### config.mk
export PLATFORM = sky130hd
export DESIGN_NAME = clockGateTop
export DESIGN_NICKNAME = d
export VERILOG_FILES = /design/src/design/clockGatePkg.sv /design/src/design/clockDivider.sv /design/src/design/gateSequencer.sv /design/src/design/configRegisters.sv /design/src/design/clockGateTop.sv
export SDC_FILE = /design/constraint.sdc
export NUM_CORES = 1
export LEC_CHECK = 0
export ABC_AREA = 1
export BUFFER_PORTS_ARGS = -buffer_cell sky130_fd_sc_hd__buf_2
export CAP_MARGIN = 20
export CELL_PAD_IN_SITES_DETAIL_PLACEMENT = 0
export CELL_PAD_IN_SITES_GLOBAL_PLACEMENT = 1
export CORE_ASPECT_RATIO = 1.2
export CORE_MARGIN = 4
export CORE_UTILIZATION = 25
export DETAILED_ROUTE_END_ITERATION = 12
export GPL_ROUTABILITY_DRIVEN = 0
export PLACE_DENSITY = 0.55
export SETUP_SLACK_MARGIN = 0.02
export SLEW_MARGIN = 20
export SYNTH_ARGS = -nofsm -noshare
export SYNTH_HDL_FRONTEND = slang
export SYNTH_SLANG_ARGS = --single-unit
export TNS_END_PERCENT = 10
### constraint.sdc
create_clock -name clock -period 2.1 [get_ports clock]
set_input_delay 0.63 -clock clock [delete_from_list [all_inputs] [get_ports clock]]
set_output_delay 0.63 -clock clock [all_outputs]
set_load 0.005 [all_outputs]
### src/design/clockGatePkg.sv
// Divisor and delays are 4 bits wide; the status state field assumes a 3-bit FSM encoding
`default_nettype none

package clockGatePkg;

    // Half-period length in master cycles, zero never stored
    typedef logic [3:0] divisor_t;

    // Up and down delays, counted in slow-clock periods
    typedef logic [3:0] delay_t;

    // Wishbone word address and data
    typedef logic [1:0]  wbAddr_t;
    typedef logic [31:0] wbData_t;

    // Sequencer FSM, OFF must stay at zero so status reads zero after reset
    typedef enum logic [2:0] {
        OFF,
        RAMP_UP,
        ACK_WAIT,
        ON,
        RAMP_DOWN
    } seqState_t;

    // Register block to divider and sequencer
    typedef struct packed {
        divisor_t divisor;
        delay_t   upDelay;
        delay_t   downDelay;
    } gateConfig_t;

    // Sequencer back to register block
    typedef struct packed {
        logic      clockOn;
        logic      clockAck;
        seqState_t state;
    } gateStatus_t;

    // Register map
    localparam wbAddr_t ADDR_DIVISOR = 2'd0;
    localparam wbAddr_t ADDR_DELAYS  = 2'd1;
    localparam wbAddr_t ADDR_STATUS  = 2'd2;

    // Reset defaults
    localparam divisor_t RESET_DIVISOR    = 4'd8;
    localparam delay_t   RESET_UP_DELAY   = 4'd2;
    localparam delay_t   RESET_DOWN_DELAY = 4'd8;

endpackage

`default_nettype wire

### src/design/clockDivider.sv
// New divisor applies at the next period boundary; gated clock shares it, so no glitch-free switch
`default_nettype none
`timescale 1ns/100ps

module clockDivider (
    input  wire logic                      clock,
    input  wire logic                      reset_b,
    input  wire clockGatePkg::gateConfig_t gateConfig,
    input  wire logic                      clockOn,
    output logic                           slowClock,
    output logic                           periodTick,
    output logic                           gatedClock
);

    // Divisor in use for the current period
    clockGatePkg::divisor_t activeDivisor;
    // Last count of the low phase
    clockGatePkg::divisor_t lowLimit;

    // Free-running counter pair
    clockGatePkg::divisor_t highCount;
    clockGatePkg::divisor_t lowCount;

    // Gated counter pair
    clockGatePkg::divisor_t gatedHighCount;
    clockGatePkg::divisor_t gatedLowCount;

    assign lowLimit = activeDivisor - clockGatePkg::divisor_t'(1);

    // Free-running slow clock
    // High phase first, then low phase, then reload
    always_ff @(posedge clock or negedge reset_b)
    begin
        if (!reset_b)
        begin
            highCount     <= '0;
            lowCount      <= '0;
            slowClock     <= 1'b0;
            periodTick    <= 1'b0;
            activeDivisor <= clockGatePkg::RESET_DIVISOR;
        end
        else if (highCount < activeDivisor)
        begin
            highCount  <= highCount + 1'b1;
            slowClock  <= 1'b1;
            // Tick only in the cycle the slow clock rises
            periodTick <= (highCount == '0);
        end
        else if (lowCount < lowLimit)
        begin
            lowCount   <= lowCount + 1'b1;
            slowClock  <= 1'b0;
            periodTick <= 1'b0;
        end
        else
        begin
            // Period boundary, pick up a new divisor here
            highCount     <= '0;
            lowCount      <= '0;
            slowClock     <= 1'b0;
            periodTick    <= 1'b0;
            activeDivisor <= gateConfig.divisor;
        end
    end

    // Gated copy of the same waveform
    // Counters held clear while off, so it restarts from zero
    always_ff @(posedge clock or negedge reset_b)
    begin
        if (!reset_b)
        begin
            gatedHighCount <= '0;
            gatedLowCount  <= '0;
            gatedClock     <= 1'b0;
        end
        else if (!clockOn)
        begin
            gatedHighCount <= '0;
            gatedLowCount  <= '0;
            gatedClock     <= 1'b0;
        end
        else if (gatedHighCount < activeDivisor)
        begin
            gatedHighCount <= gatedHighCount + 1'b1;
            gatedClock     <= 1'b1;
        end
        else if (gatedLowCount < lowLimit)
        begin
            gatedLowCount <= gatedLowCount + 1'b1;
            gatedClock    <= 1'b0;
        end
        else
        begin
            gatedHighCount <= '0;
            gatedLowCount  <= '0;
            gatedClock     <= 1'b0;
        end
    end

    // Gated clock parked low once the sequencer has dropped clockOn
    gatedLowWhenOff: assert property (@(posedge clock) disable iff (!reset_b)
        (!clockOn && $past(!clockOn)) |-> !gatedClock);

endmodule

`default_nettype wire

### src/design/gateSequencer.sv
// Advances only on periodTick; a zero up or down delay behaves as the shortest ramp possible
`default_nettype none
`timescale 1ns/100ps

module gateSequencer (
    input  wire logic                      clock,
    input  wire logic                      reset_b,
    input  wire clockGatePkg::gateConfig_t gateConfig,
    input  wire logic                      periodTick,
    input  wire logic                      clockRequest,
    output logic                           clockOn,
    output logic                           clockAck,
    output clockGatePkg::gateStatus_t      status
);

    clockGatePkg::seqState_t state;

    // One counter serves both ramps
    clockGatePkg::delay_t delayCount;
    clockGatePkg::delay_t nextCount;

    assign nextCount = delayCount + clockGatePkg::delay_t'(1);

    always_ff @(posedge clock or negedge reset_b)
    begin
        if (!reset_b)
        begin
            state      <= clockGatePkg::OFF;
            delayCount <= '0;
            clockOn    <= 1'b0;
            clockAck   <= 1'b0;
        end
        else if (periodTick)
        begin
            case (state)
                clockGatePkg::OFF:
                begin
                    // First tick after the request counts as one period
                    if (clockRequest)
                    begin
                        if (gateConfig.upDelay <= clockGatePkg::delay_t'(1))
                        begin
                            clockOn <= 1'b1;
                            state   <= clockGatePkg::ACK_WAIT;
                        end
                        else
                        begin
                            delayCount <= clockGatePkg::delay_t'(1);
                            state      <= clockGatePkg::RAMP_UP;
                        end
                    end
                end
                clockGatePkg::RAMP_UP:
                begin
                    // Request withdrawn, ramp down with no ack
                    if (!clockRequest)
                    begin
                        delayCount <= '0;
                        state      <= clockGatePkg::RAMP_DOWN;
                    end
                    else if (nextCount >= gateConfig.upDelay)
                    begin
                        clockOn <= 1'b1;
                        state   <= clockGatePkg::ACK_WAIT;
                    end
                    else
                        delayCount <= nextCount;
                end
                clockGatePkg::ACK_WAIT, clockGatePkg::ON:
                begin
                    if (!clockRequest)
                    begin
                        // Ack drops on this tick
                        clockAck <= 1'b0;
                        if (gateConfig.downDelay == '0)
                        begin
                            clockOn <= 1'b0;
                            state   <= clockGatePkg::OFF;
                        end
                        else
                        begin
                            delayCount <= '0;
                            state      <= clockGatePkg::RAMP_DOWN;
                        end
                    end
                    else if (state == clockGatePkg::ACK_WAIT)
                    begin
                        // Clock has run one period, now acknowledge
                        clockAck <= 1'b1;
                        state    <= clockGatePkg::ON;
                    end
                end
                clockGatePkg::RAMP_DOWN:
                begin
                    // Compare with >= in case the delay shrinks mid-ramp
                    if (nextCount >= gateConfig.downDelay)
                    begin
                        clockOn    <= 1'b0;
                        delayCount <= '0;
                        state      <= clockGatePkg::OFF;
                    end
                    else
                        delayCount <= nextCount;
                end
                default:
                    state <= clockGatePkg::OFF;
            endcase
        end
    end

    assign status = '{clockOn: clockOn, clockAck: clockAck, state: state};

    // Ack only while the gated clock is running
    ackNeedsClock: assert property (@(posedge clock) disable iff (!reset_b)
        clockAck |-> clockOn);

    // Clock only switched on by a live request
    onNeedsRequest: assert property (@(posedge clock) disable iff (!reset_b)
        $rose(clockOn) |-> $past(clockRequest));

endmodule

`default_nettype wire

### src/design/configRegisters.sv
// Wishbone classic only, no wait states or error ack; only wbSel[0] qualifies a write
`default_nettype none
`timescale 1ns/100ps

module configRegisters #(
    parameter int unsigned DIVISOR_FLOOR = 1
) (
    input  wire logic                      clock,
    input  wire logic                      reset_b,
    input  wire logic                      wbCyc,
    input  wire logic                      wbStb,
    input  wire logic                      wbWe,
    input  wire clockGatePkg::wbAddr_t     wbAddr,
    input  wire clockGatePkg::wbData_t     wbDataIn,
    input  wire logic [3:0]                wbSel,
    input  wire clockGatePkg::gateStatus_t status,
    output logic                           wbAck,
    output clockGatePkg::wbData_t          wbDataOut,
    output clockGatePkg::gateConfig_t      gateConfig
);

    // Clamp value at register width
    localparam clockGatePkg::divisor_t FLOOR = clockGatePkg::divisor_t'(DIVISOR_FLOOR);

    // Accepted access, the ack guard keeps it to one cycle
    logic access;
    logic writeEnable;
    clockGatePkg::divisor_t newDivisor;
    clockGatePkg::wbData_t  readWord;

    assign access      = wbCyc && wbStb && !wbAck;
    assign writeEnable = access && wbWe && wbSel[0];
    assign newDivisor  = wbDataIn[3:0];

    // Ack and register writes on the same edge
    always_ff @(posedge clock or negedge reset_b)
    begin
        if (!reset_b)
        begin
            wbAck      <= 1'b0;
            gateConfig <= '{divisor:   clockGatePkg::RESET_DIVISOR,
                            upDelay:   clockGatePkg::RESET_UP_DELAY,
                            downDelay: clockGatePkg::RESET_DOWN_DELAY};
        end
        else
        begin
            wbAck <= access;
            if (writeEnable)
            begin
                case (wbAddr)
                    clockGatePkg::ADDR_DIVISOR:
                        gateConfig.divisor <= (newDivisor < FLOOR) ? FLOOR : newDivisor;
                    clockGatePkg::ADDR_DELAYS:
                    begin
                        gateConfig.upDelay   <= wbDataIn[3:0];
                        gateConfig.downDelay <= wbDataIn[7:4];
                    end
                    // Status and unmapped addresses drop the write
                    default:
                    begin
                    end
                endcase
            end
        end
    end

    // Read mux
    always_comb
    begin
        case (wbAddr)
            clockGatePkg::ADDR_DIVISOR:
                readWord = {28'd0, gateConfig.divisor};
            clockGatePkg::ADDR_DELAYS:
                readWord = {24'd0, gateConfig.downDelay, gateConfig.upDelay};
            clockGatePkg::ADDR_STATUS:
                readWord = {27'd0, status.state, status.clockAck, status.clockOn};
            default:
                readWord = '0;
        endcase
    end

    // Read data, valid alongside wbAck
    always_ff @(posedge clock)
    begin
        if (access && !wbWe)
            wbDataOut <= readWord;
    end

    // One-cycle ack per access
    ackSingleCycle: assert property (@(posedge clock) disable iff (!reset_b)
        wbAck |=> !wbAck);

    // Divisor never drops below the floor
    divisorAtFloor: assert property (@(posedge clock) disable iff (!reset_b)
        gateConfig.divisor >= FLOOR);

endmodule

`default_nettype wire

### src/design/clockGateTop.sv
// Single clock domain; slowClock and gatedClock are outputs only and clock no logic inside
`default_nettype none
`timescale 1ns/100ps

module clockGateTop #(
    parameter int unsigned DIVISOR_FLOOR = 1
) (
    input  wire logic                  clock,
    input  wire logic                  reset_b,
    // Wishbone classic slave
    input  wire logic                  wbCyc,
    input  wire logic                  wbStb,
    input  wire logic                  wbWe,
    input  wire clockGatePkg::wbAddr_t wbAddr,
    input  wire clockGatePkg::wbData_t wbDataIn,
    input  wire logic [3:0]            wbSel,
    output logic                       wbAck,
    output clockGatePkg::wbData_t      wbDataOut,
    // Four-phase clock request
    input  wire logic                  clockRequest,
    output logic                       clockAck,
    // Divided clocks
    output logic                       slowClock,
    output logic                       gatedClock
);

    clockGatePkg::gateConfig_t gateConfig;
    clockGatePkg::gateStatus_t gateStatus;
    logic periodTick;
    logic clockOn;

    // Registers, floor passed down
    configRegisters #(
        .DIVISOR_FLOOR(DIVISOR_FLOOR)
    ) registers (
        .clock      (clock),
        .reset_b    (reset_b),
        .wbCyc      (wbCyc),
        .wbStb      (wbStb),
        .wbWe       (wbWe),
        .wbAddr     (wbAddr),
        .wbDataIn   (wbDataIn),
        .wbSel      (wbSel),
        .status     (gateStatus),
        .wbAck      (wbAck),
        .wbDataOut  (wbDataOut),
        .gateConfig (gateConfig)
    );

    clockDivider divider (
        .clock      (clock),
        .reset_b    (reset_b),
        .gateConfig (gateConfig),
        .clockOn    (clockOn),
        .slowClock  (slowClock),
        .periodTick (periodTick),
        .gatedClock (gatedClock)
    );

    // Handshake paced by the divider tick
    gateSequencer sequencer (
        .clock        (clock),
        .reset_b      (reset_b),
        .gateConfig   (gateConfig),
        .periodTick   (periodTick),
        .clockRequest (clockRequest),
        .clockOn      (clockOn),
        .clockAck     (clockAck),
        .status       (gateStatus)
    );

endmodule

`default_nettype wire

== After elaboration in Yosys (flattened, before gate mapping) ==
Index checks and enable logic that the tools add are counted.

* Flip-flop bits (word level): 77
* Bits of input ports: 44
* Output and inout port bits: 36

* Add/sub/neg operators: 6
* $lt $le $gt $ge: 8
* Equal/unequal tests: 22
* Mux-type cells: 42
* Bitwise operators: 2
* Reductions and logical operators: 20

{| class="wikitable"
|+ Operator list
! operator !! count
|-
| two-way mux 4 bit || 17
|-
| one-hot mux 8 bit (3 select lines) || 1
|-
| two-way mux 3 bit || 7
|-
| adder 4 x 1 -> 4 bit (second input constant) || 5
|-
| < comparator 4 bit || 4
|-
| one-hot mux 4 bit (4 select lines) || 1
|-
| two-way mux 1 bit || 13
|-
| != test 2 x 1 -> 1 bit (second input constant) || 6
|-
| != test 2 bit (second input constant) || 6
|-
| one-hot mux 3 bit (4 select lines) || 1
|-
| AND reduction 9 bit || 1
|-
| greater-or-equal comparator 4 bit || 2
|-
| logical NOT 4 bit || 2
|-
| AND reduction 7 bit || 1
|-
| equality test 3 x 2 -> 1 bit (second input constant) || 2
|-
| != test 3 x 2 -> 1 bit (second input constant) || 2
|-
| != test 3 bit (second input constant) || 2
|-
| AND reduction 2 bit || 3
|-
| logical AND 1 bit || 5
|-
| AND reduction 5 bit || 1
|-
| less-or-equal comparator 4 x 1 -> 1 bit (second input constant) || 1
|-
| < comparator 4 x 1 -> 1 bit (second input constant) || 1
|-
| one-hot mux 1 bit (4 select lines) || 1
|-
| nonzero test 4 bit || 1
|-
| 12 further kinds || 14
|}

== Depth between registers and ports, before layout ==
Gate-level depths: netlist of the first run.

* Depth after elaboration: 5
* Depth in mapped cells: 12
* Gate-level depth less buffers: 12

== Modules after synthesis ==
From an unflattened synthesis of the first run, not the netlist that was laid out.

* Cell total of the unflattened synthesis: 444
* Area, all modules: 3611.0 um^2

{| class="wikitable"
|+ Modules (own cells, without submodules)
! module !! times used !! cells each !! area each (um^2) !! seq. area each (um^2)
|-
| clockDivider || 1 || 170 || 1517.7 || 576.8
|-
| configRegisters || 1 || 129 || 1147.4 || 569.3
|-
| gateSequencer || 1 || 145 || 945.9 || 225.2
|}

== Least setup slack after synthesis of the first run ==
No wires, ideal clock.

* Kind: reg-to-reg
* From: register sequencer.delayCount[0]
* To: register sequencer.delayCount[2]
* Library setup time: 0.121 ns
* Arrival time: 1.693 ns
* Data required time: 1.979 ns
* Slack: 0.286 ns
* Cell stages (with the launch flop): 12
* Buffers on the path: 0
* Period minus slack after synthesis: 1.814 ns
* Path through: dfrtp_1 -> ha_1 -> xor2_1 -> ha_1 -> nand2_1 -> inv_1 -> nand3_1 -> nand3_1 -> nand2_1 -> nand3_4 -> nand2_1 -> o21ai_1

* Word-level cells in the longest chain between the ends: 4

{| class="wikitable"
|+ RTL lines
! what !! RTL line !! source
|-
| start, declared || gateSequencer.sv:19 || <nowiki>clockGatePkg::delay_t delayCount;</nowiki>
|-
| start signal, assigned || gateSequencer.sv:48 || <nowiki>delayCount <= clockGatePkg::delay_t'(1);</nowiki>
|-
| start signal, assigned || gateSequencer.sv:67 || <nowiki>delayCount <= nextCount;</nowiki>
|-
| start signal, assigned || gateSequencer.sv:103 || <nowiki>delayCount <= nextCount;</nowiki>
|-
| adder 4 x 1 -> 4 bit (*) || gateSequencer.sv:22 || <nowiki>assign nextCount = delayCount + clockGatePkg::delay_t'(1);</nowiki>
|-
| greater-or-equal comparator 4 bit (tied with other cells) || gateSequencer.sv:61 || <nowiki>else if (nextCount >= gateConfig.upDelay)</nowiki>
|-
| != test 3 bit (no source line) (tied with other cells) || -- ||
|-
| AND reduction 7 bit (no source line) or one-hot mux 4 bit (4 select lines) (tied branches) || -- ||
|}

Mark *: on every way between the ends. The rest lies on a longest branch, timed or not. The select of a mux whose other input is x is not followed.
A chain may end at the register's enable or synchronous reset.

== Worst setup path after layout of the first run ==
* From: register divider.activeDivisor[0]
* To: register divider.gatedHighCount[1]

* Word-level cells in the longest chain between the ends: 3

{| class="wikitable"
|+ RTL lines
! what !! RTL line !! source
|-
| start, declared || clockDivider.sv:16 || <nowiki>clockGatePkg::divisor_t activeDivisor;</nowiki>
|-
| start signal, assigned || clockDivider.sv:40 || <nowiki>activeDivisor <= clockGatePkg::RESET_DIVISOR;</nowiki>
|-
| start signal, assigned || clockDivider.sv:62 || <nowiki>activeDivisor <= gateConfig.divisor;</nowiki>
|-
| subtractor 4 x 1 -> 4 bit or < comparator 4 bit (tied branches) || clockDivider.sv:28, clockDivider.sv:82 ||
|-
| < comparator 4 bit or two-way mux 4 bit (tied branches) || clockDivider.sv:87, clockDivider.sv:82 ||
|-
| != test 3 bit (no source line) or two-way mux 4 bit (tied branches) || -- ||
|-
| end signal, assigned || clockDivider.sv:84 || <nowiki>gatedHighCount <= gatedHighCount + 1'b1;</nowiki>
|-
| end, declared || clockDivider.sv:25 || <nowiki>clockGatePkg::divisor_t gatedHighCount;</nowiki>
|}

Parallel ways exist; a longest one is shown, timed or not.

==> impl_metrics.csv, run 1 <==
group,metric,value,unit
outcome,status,"completed",
yosys,synthDistinctLibCells,37,
min_path,min_path_type,"in2async",
grt,grt_pass1_vias,2512,
grt,top_usage_layer,"met2",
yosys,synth_seq_cells,53,
job,cap_violations,0,
placement,io_buffers,28,
sta,max_freq,517.4,MHz
setup_path,worst-r2r-cell-count,10,
setup_path,worst-setup-path-type,"reg2reg",
yosys,synth.cell_area,3286,µm²
sta,finalSetupViolations,0,
pwr,power.static_leakage,1.997,nW
yosys,synth_top_cell_area_share,31.23,%
cts,clock-sinks,53,
die,io_pins,80,
setup_path,rr_startpoint,"divider.activeDivisor[0]",
yosys,avgSynthCellArea,8.403,µm²
sta,drv_slew,0,
placement,place_area,3638,µm²
yosys,synth.area.top_cells,"dfrtp_1 (31%), nand2_1 (11%), ha_1 (10%)",
cts,cts_hold_buf,0,
finish,syn2layout_area_growth,16.30,%
pwr,max-vdd-ir-drop,0.4148,mV
die,row_count,45,
routing,routedWlPerCell,12.19,µm
grt,grt.met2_usage,18.08,%
yosys,synth_top_family_by_area,"simple AND/OR/NAND/NOR gates",
grt,grt-ovfl-total,0,
yosys,yosysSeqAreaShare,41.74,%
yosys,ys.flop_type,"dfrtp_1",
cts,ctsHtreeMaxLevel,2,
finish,antenna_cells,0,
cts,cts_max_path_buffers,2,
yosys,synth.most_common_cell,"nand2_1",
yosys,synth_compound_area_share,9.216,%
routing,drt_wl_total,7324,µm
yosys,synth-xor-area-share,2.133,%
placement,dp_hpwl,5927,µm
die,die_area,15050,µm²
finish,final_cells,601,
setup_path,start_kind,"flip-flop",
routing,via_count,2563,
cts,clk_pin_slew_worst_paths,0.08,ns
cts,cts_tree,"yes",
grt,grtUsageTotal,10.02,%
routing,via_per_inst,4.265,
yosys,synth_edf_count,8,
routing,drt_iter0_markers,86,
finish,fillers,1360,
yosys,ys_async_sr_fraction,84.91,%
finish,drive_gt1_share,19.68,%
yosys,synthSimpleGateAreaFrac,24.14,%
pwr,finalPower,0.004712,W
cts,root_buffer,"clkbuf_16",
finish,nets,507,
routing,dr.pass1.iters,4,
grt,grt_first_pass_wirelength,12190,µm
grt,grtUsageMet1,11.45,%
yosys,synthCells,391,
placement,dp_cells,593,
sta,fin_ws,0.1672,ns
finish,final_area,3821,µm²
setup_path,cp.arrival,2.17,ns
setup_path,cp-end-kind,"flip-flop",
cts,numCtsBuffers,5,
sta,maxSlewHeadroom,62.82,%
die,die-width,112.7,µm
grt,grt_max_degree,24,
yosys,synth_fa_ha_area_share,10.28,%
yosys,yosysWarnings,0,
pwr,powerDensity,1233,nW/µm²
sta,rsz0062_at_grt,"yes",
grt,grt_antenna_before_repair,0,
placement,pre_cts_ws,0.1009,ns
sta,period_share,92.04,%
setup_path,startpoint,"divider.activeDivisor[0]",
yosys,yosys.area.top_type,"dfrtp_1",
die,die_h,133.6,µm
routing,drt.antenna.violating_nets,0,
grt,use_met3,1.999,%
sta,min_period,1.933,ns
finish,fin_util,29.90,%
sta,hold_viol_final,0,
die,start_util,25.71,%
setup_path,crit_fanout,8,
cts,clock_latency,0.30,ns
routing,drcViolationCount,0,
setup_path,cp.required,2.34,ns
sta,tightest_slew,0.5578,ns
yosys,synthMuxAreaShare,0.6855,%
sta,fin_skew,0.008601,ns
yosys,synthTopCellsByCount,"nand2_1 (93), dfrtp_1 (41), inv_1 (41), ha_1 (27), buf_4 (26)",
die,core_region_area,12780,µm²
[area by class of cell]
cell class / instances / area (µm²) / area share, %
multi-input combinational: 285 / 1639 / 42.89
sequential: 53 / 1373 / 35.92
inverter: 48 / 180.2 / 4.715
timing repair buffer: 43 / 265.3 / 6.942
tap: 164 / 205.2 / 5.370
clock buffer: 5 / 125.1 / 3.274
clock inverter: 3 / 33.78 / 0.8841
[worst max-delay path, stage by stage (launching register included)]
cell and delay [ns]:
dfrtp_1 0.42, inv_2 0.11, nand3_1 0.11, xor2_2 0.17, buf_4 0.13, ha_1 0.29, a21o_1 0.16, a31oi_1 0.13
buf_4 0.17, nand4_1 0.08, nand2_1 0.09
[metrics by stage]
stage | hold slack (ns) | TNS [ns]
final | 0.3131 | 0
after global routing | 0.3541 | -0.0009097
after CTS | 0.3359 | 0
after detailed placement | 0.4734 | 0
after global placement | 0.4713 | 0
after floorplan | 0.3344 | 0
[cell usage in the layout (no fill, tap or decap), drive strengths merged]
cell	n
dfrtp	41
o31ai	1
nand2	99
nand3b	1
edfxtp	8
clkinv	5
nor2	34
mux2	2
o21bai	1
dfstp	4
a21o	2
o21ai	25
nor3	1
conb	24
a22o	1
ha	27
xor2	5
buf	43
a31oi	4
nand4	10
clkbuf	5
and3	1
nand3	25
xnor2	3
o21a	4
o211ai	3
a21oi	12
inv	46
[registers in the layout, indices dropped and copies added, names as in the netlist, 3 cells and up]
signal                  count
divider.activeDivisor       4
divider.gatedHighCount      4
divider.gatedLowCount       4
divider.highCount           4
divider.lowCount            4
registers.gateConfig       12
registers.wbDataOut         8
sequencer.delayCount        4
sequencer.state             3
[power breakdown]
| part | internal (W) | leakage [nW] | switching, W |
|---|---|---|---|
| clock | 0.000457 | 0.0767 | 0.000406 |
| sequential | 0.00134 | 0.639 | 0.000324 |
| combinational | 0.000895 | 1.28 | 0.00129 |
| total | 0.00269 | 2.00 | 0.00202 |
[logic make-up (layout without fill, tap and decap cells)]
kind of cell    Yosys count  in the layout
mux                       2              2
compound gates           53             53
other cells               1             24
fa+ha+maj                27             27
xor+xnor                  8              8
simple gates            171            171
buf+inv                  76             99
flops                    53             53
[layer usage]
metal / share of wire (%) / up-vias
met5: 0 / -
met3: 4.1 / 10
met1: 41 / 1185
met4: 2.5 / 0
met2: 52 / 44
li1: - / 1324
[worst paths after layout]
kind / endpoint / slack, ns
hold / removal: registers.gateConfig[0] / 0.31
min in group clock: registers.gateConfig[7] / 0.49
hold reg to reg: registers.gateConfig[7] / 0.49
setup / recovery: divider.gatedHighCount[1] / 0.17
max in group asynchronous: sequencer.delayCount[0] / 1.16
setup reg to reg: divider.gatedHighCount[1] / 0.17
[what timing repair did]
action                                  CTS  global route
endpoints found under the setup margin    0            22
gates resized for setup                   0             5
buffers inserted                          0             0
No activity file was read; power rests on OpenSTA's default activity.
==> run 2, diff against run 1 <==
--- a/config.mk
+++ b/config.mk
@@ -5,7 +5,6 @@
 export SDC_FILE = /design/constraint.sdc
 export NUM_CORES = 1
 export LEC_CHECK = 0
-export ABC_AREA = 1
 export BUFFER_PORTS_ARGS = -buffer_cell sky130_fd_sc_hd__buf_2
 export CAP_MARGIN = 20
 export CELL_PAD_IN_SITES_DETAIL_PLACEMENT = 0
@@ -15,7 +14,7 @@
 export CORE_UTILIZATION = 25
 export DETAILED_ROUTE_END_ITERATION = 12
 export GPL_ROUTABILITY_DRIVEN = 0
-export PLACE_DENSITY = 0.55
+export PLACE_DENSITY = 0.53
 export SETUP_SLACK_MARGIN = 0.02
 export SLEW_MARGIN = 20
 export SYNTH_ARGS = -nofsm -noshare
==> impl_metrics.csv, run 2 <==
group,metric,value,unit
yosys,synthTopCellsByCount,"dfrtp_1 (41), ha_1 (27), buf_4 (24), inv_1 (19), nand2_1 (17)",
finish,fin_util,32.30,%
routing,drcViolationCount,0,
yosys,avgSynthCellArea,10.29,µm²
yosys,synthDistinctLibCells,56,
sta,drv_slew,0,
yosys,synthCells,315,
yosys,yosys.area.top_type,"dfrtp_1",
sta,finalSetupViolations,7,
sta,max_freq,462.2,MHz
routing,dr.pass1.iters,4,
yosys,synth-xor-area-share,1.622,%
pwr,intPower,0.003370,W
placement,pre_cts_ws,-0.1880,ns
die,die_area,14860,µm²
grt,grt_pass1_vias,2466,
finish,nets,447,
grt,grt_max_degree,46,
pwr,power_switching,0.002213,W
setup_path,cp_slowest_cell,"dfrtp_2",
yosys,synth_fa_ha_area_share,10.42,%
placement,dp_hpwl,5571,µm
yosys,synth_top_cell_area_share,31.66,%
pwr,swShare,39.63,%
routing,drt_wl_total,7296,µm
cts,cts_max_path_buffers,2,
routing,drt_iter0_markers,73,
setup_path,cp.required,2.29,ns
die,core_region_area,12670,µm²
die,die_h,132.7,µm
finish,antenna_cells,0,
grt,grt_antenna_before_repair,0,
die,row_count,45,
die,io_pins,80,
routing,via_count,2402,
yosys,yosysWarnings,0,
pwr,power.static_leakage,1.838,nW
yosys,ys.flop_type,"dfrtp_1",
sta,rsz0062_at_grt,"yes",
cts,numCtsBuffers,5,
die,start_util,25.58,%
pwr,p_comb_share,53.9,%
finish,largest_register_ffs,12,
pwr,max-vdd-ir-drop,0.3904,mV
finish,final_common_cell,"dfrtp_1",
finish,final_cells,541,
grt,grt_first_pass_wirelength,12230,µm
finish,drive_gt1_share,31.56,%
sta,period_share,103.0,%
pwr,powerDensity,1364,nW/µm²
cts,clk_pin_slew_worst_paths,0.08,ns
yosys,synth.most_common_cell,"dfrtp_1",
yosys,synth_edf_count,8,
yosys,synth_compound_area_share,16.10,%
pwr,clockPowerShare,15.3,%
outcome,status,"finished with violations",
placement,dp_cells,531,
yosys,synth_top_family_by_area,"compound AO/OA/AOI/OAI gates",
yosys,synth_seq_cells,53,
pwr,finalPower,0.005583,W
finish,syn2layout_area_growth,26.25,%
sta,min_period,2.164,ns
job,cap_violations,0,
yosys,synth.area.top_cells,"dfrtp_1 (32%), ha_1 (10%), edfxtp_1 (7.4%)",
sta,hold_viol_final,0,
setup_path,crit_fanout,4,
yosys,synthSimpleGateAreaFrac,12.12,%
setup_path,crit_top_cell,"o211ai_1",
setup_path,worstPathCellList,"ha_4 > xor2_2 > ha_1 > o211ai_1 > o211ai_1 > buf_4 > a21oi_1 > a311o_1 > a22o_1",
cts,clock-sinks,53,
yosys,yosysSeqAreaShare,42.32,%
finish,largest_register,"registers.gateConfig",
outcome,violations,"setup timing",
setup_path,cp-end-kind,"flip-flop",
sta,fin_skew,0.006856,ns
cts,ctsHtreeMaxLevel,2,
grt,grtUsageTotal,10.11,%
finish,top_regs,"registers.gateConfig x12, registers.wbDataOut x8",
yosys,synth.cell_area,3241,µm²
cts,root_buffer,"clkbuf_16",
setup_path,cp.arrival,2.35,ns
cts,cts_tree,"yes",
setup_path,timing.reg2reg.setup_slack,-0.06,ns
die,die-width,111.9,µm
routing,routedWlPerCell,13.49,µm
cts,clock_latency,0.30,ns
placement,io_buffers,28,
routing,via_per_inst,4.440,
yosys,ys_async_sr_fraction,84.91,%
setup_path,worst-setup-path-type,"reg2reg",
setup_path,slowest_delay,0.46,ns
finish,final_cell_mix,"dfrtp_1 (39), buf_4 (35), buf_2 (28)",
sta,setup_tns,-0.3277,ns
pwr,seqPwrFrac,30.8,%
sta,fin_ws,-0.06350,ns
setup_path,start_kind,"flip-flop",
min_path,min_path_type,"in2async",
yosys,synthMuxAreaShare,7.761,%
routing,drt.antenna.violating_nets,0,
grt,grt-ovfl-total,0,
run 2: cell types whose count changed after synthesis, moves of 6 or more:
cell / previous run / this run
nor2_2: 7 / 1
nand3_1: 23 / 7
nor2_1: 25 / 13
nand4_1: 10 / 0
buf_2: 1 / 7
inv_1: 41 / 19
mux2i_1: 0 / 6
mux2_1: 0 / 11
a22o_1: 0 / 8
nand2_1: 93 / 17
run 2: layer usage:
layer | vias up | wire length (µm) | GRT usage, %
met1 | 1156 | 2959 | 11.03
met2 | 39 | 3877 | 18.93
met3 | 9 | 314 | 2.562
met5 | - | 0 | 0
met4 | 0 | 144 | 3.340
li1 | 1198 | - | -
run 2: worst max-delay path, delay by kind of cell (launching register included):
| family | cells | cell delay, ns |
|---|---|---|
| xor+xnor | 1 | 0.15 |
| compound gates | 5 | 0.82 |
| flops | 1 | 0.46 |
| buf+inv | 1 | 0.16 |
| fa+ha+maj | 2 | 0.46 |
run 2: timing repair:
item | 4_1_cts | 5_1_grt
hold buffers | 0 | 0
buffers inserted | 2 | 0
pin swaps | 9 | 8
gates resized for setup | 23 | 12
endpoints found under the setup margin | 24 | 27
run 2: logic make-up (layout without fill, tap and decap cells):
| family | after synthesis | after routing |
|---|---|---|
| AO/OA/AOI/OAI | 77 | 77 |
| AND/OR/NAND/NOR | 73 | 73 |
| buffers and inverters | 56 | 95 |
| flip-flops | 53 | 53 |
| adder cells (fa/ha/maj) | 27 | 27 |
| multiplexers | 22 | 22 |
| XOR/XNOR | 6 | 6 |
| other | 1 | 24 |
run 2: worst paths after layout:
| path | start | endpoint | depth (start not counted) |
|---|---|---|---|
| worst max register to register | sequencer.delayCount[0] | sequencer.delayCount[2] | 9 |
| min in group clock | wbDataIn[7] | registers.gateConfig[3] | 3 |
| worst max-delay path | sequencer.delayCount[0] | sequencer.delayCount[2] | 9 |
| max in group asynchronous | reset_b | registers.gateConfig[5] | 2 |
| worst min-delay path | reset_b | sequencer.state[1] | 2 |
| worst min register to register | divider.highCount[3] | divider.periodTick | 1 |
run 2: power by group through the flow:
| stage | sequential, W | combinational (W) | clock (W) |
|---|---|---|---|
| after floorplan | 0.00160 | 0.00177 | 0 |
| after global placement | 0.00173 | 0.00259 | 0 |
| after detailed placement | 0.00173 | 0.00265 | 0 |
| after CTS | 0.00173 | 0.00293 | 0.000889 |
| after global routing | 0.00178 | 0.00341 | 0.000922 |
| final | 0.00172 | 0.00301 | 0.000853 |
run 2: area by class of cell:
type	count	area (µm²)
Clock inverter	3	21.27
Tap cell	164	205.2
Inverter	22	82.58
Sequential cell	53	1374
Timing Repair Buffer	65	434.2
Clock buffer	5	125.1
Multi-Input combinational cell	229	1849
Fill cell	1331	8577
run 2: stage by stage:
stage / instance area [µm²] / hold slack [ns]
4_1_cts: 4019 / 0.3143
6_report: 4091 / 0.3063
2_1_floorplan: 3343 / 0.3344
3_3_place_gp: 3737 / 0.4882
5_1_grt: 4091 / 0.3258
3_5_place_dp: 3737 / 0.5093
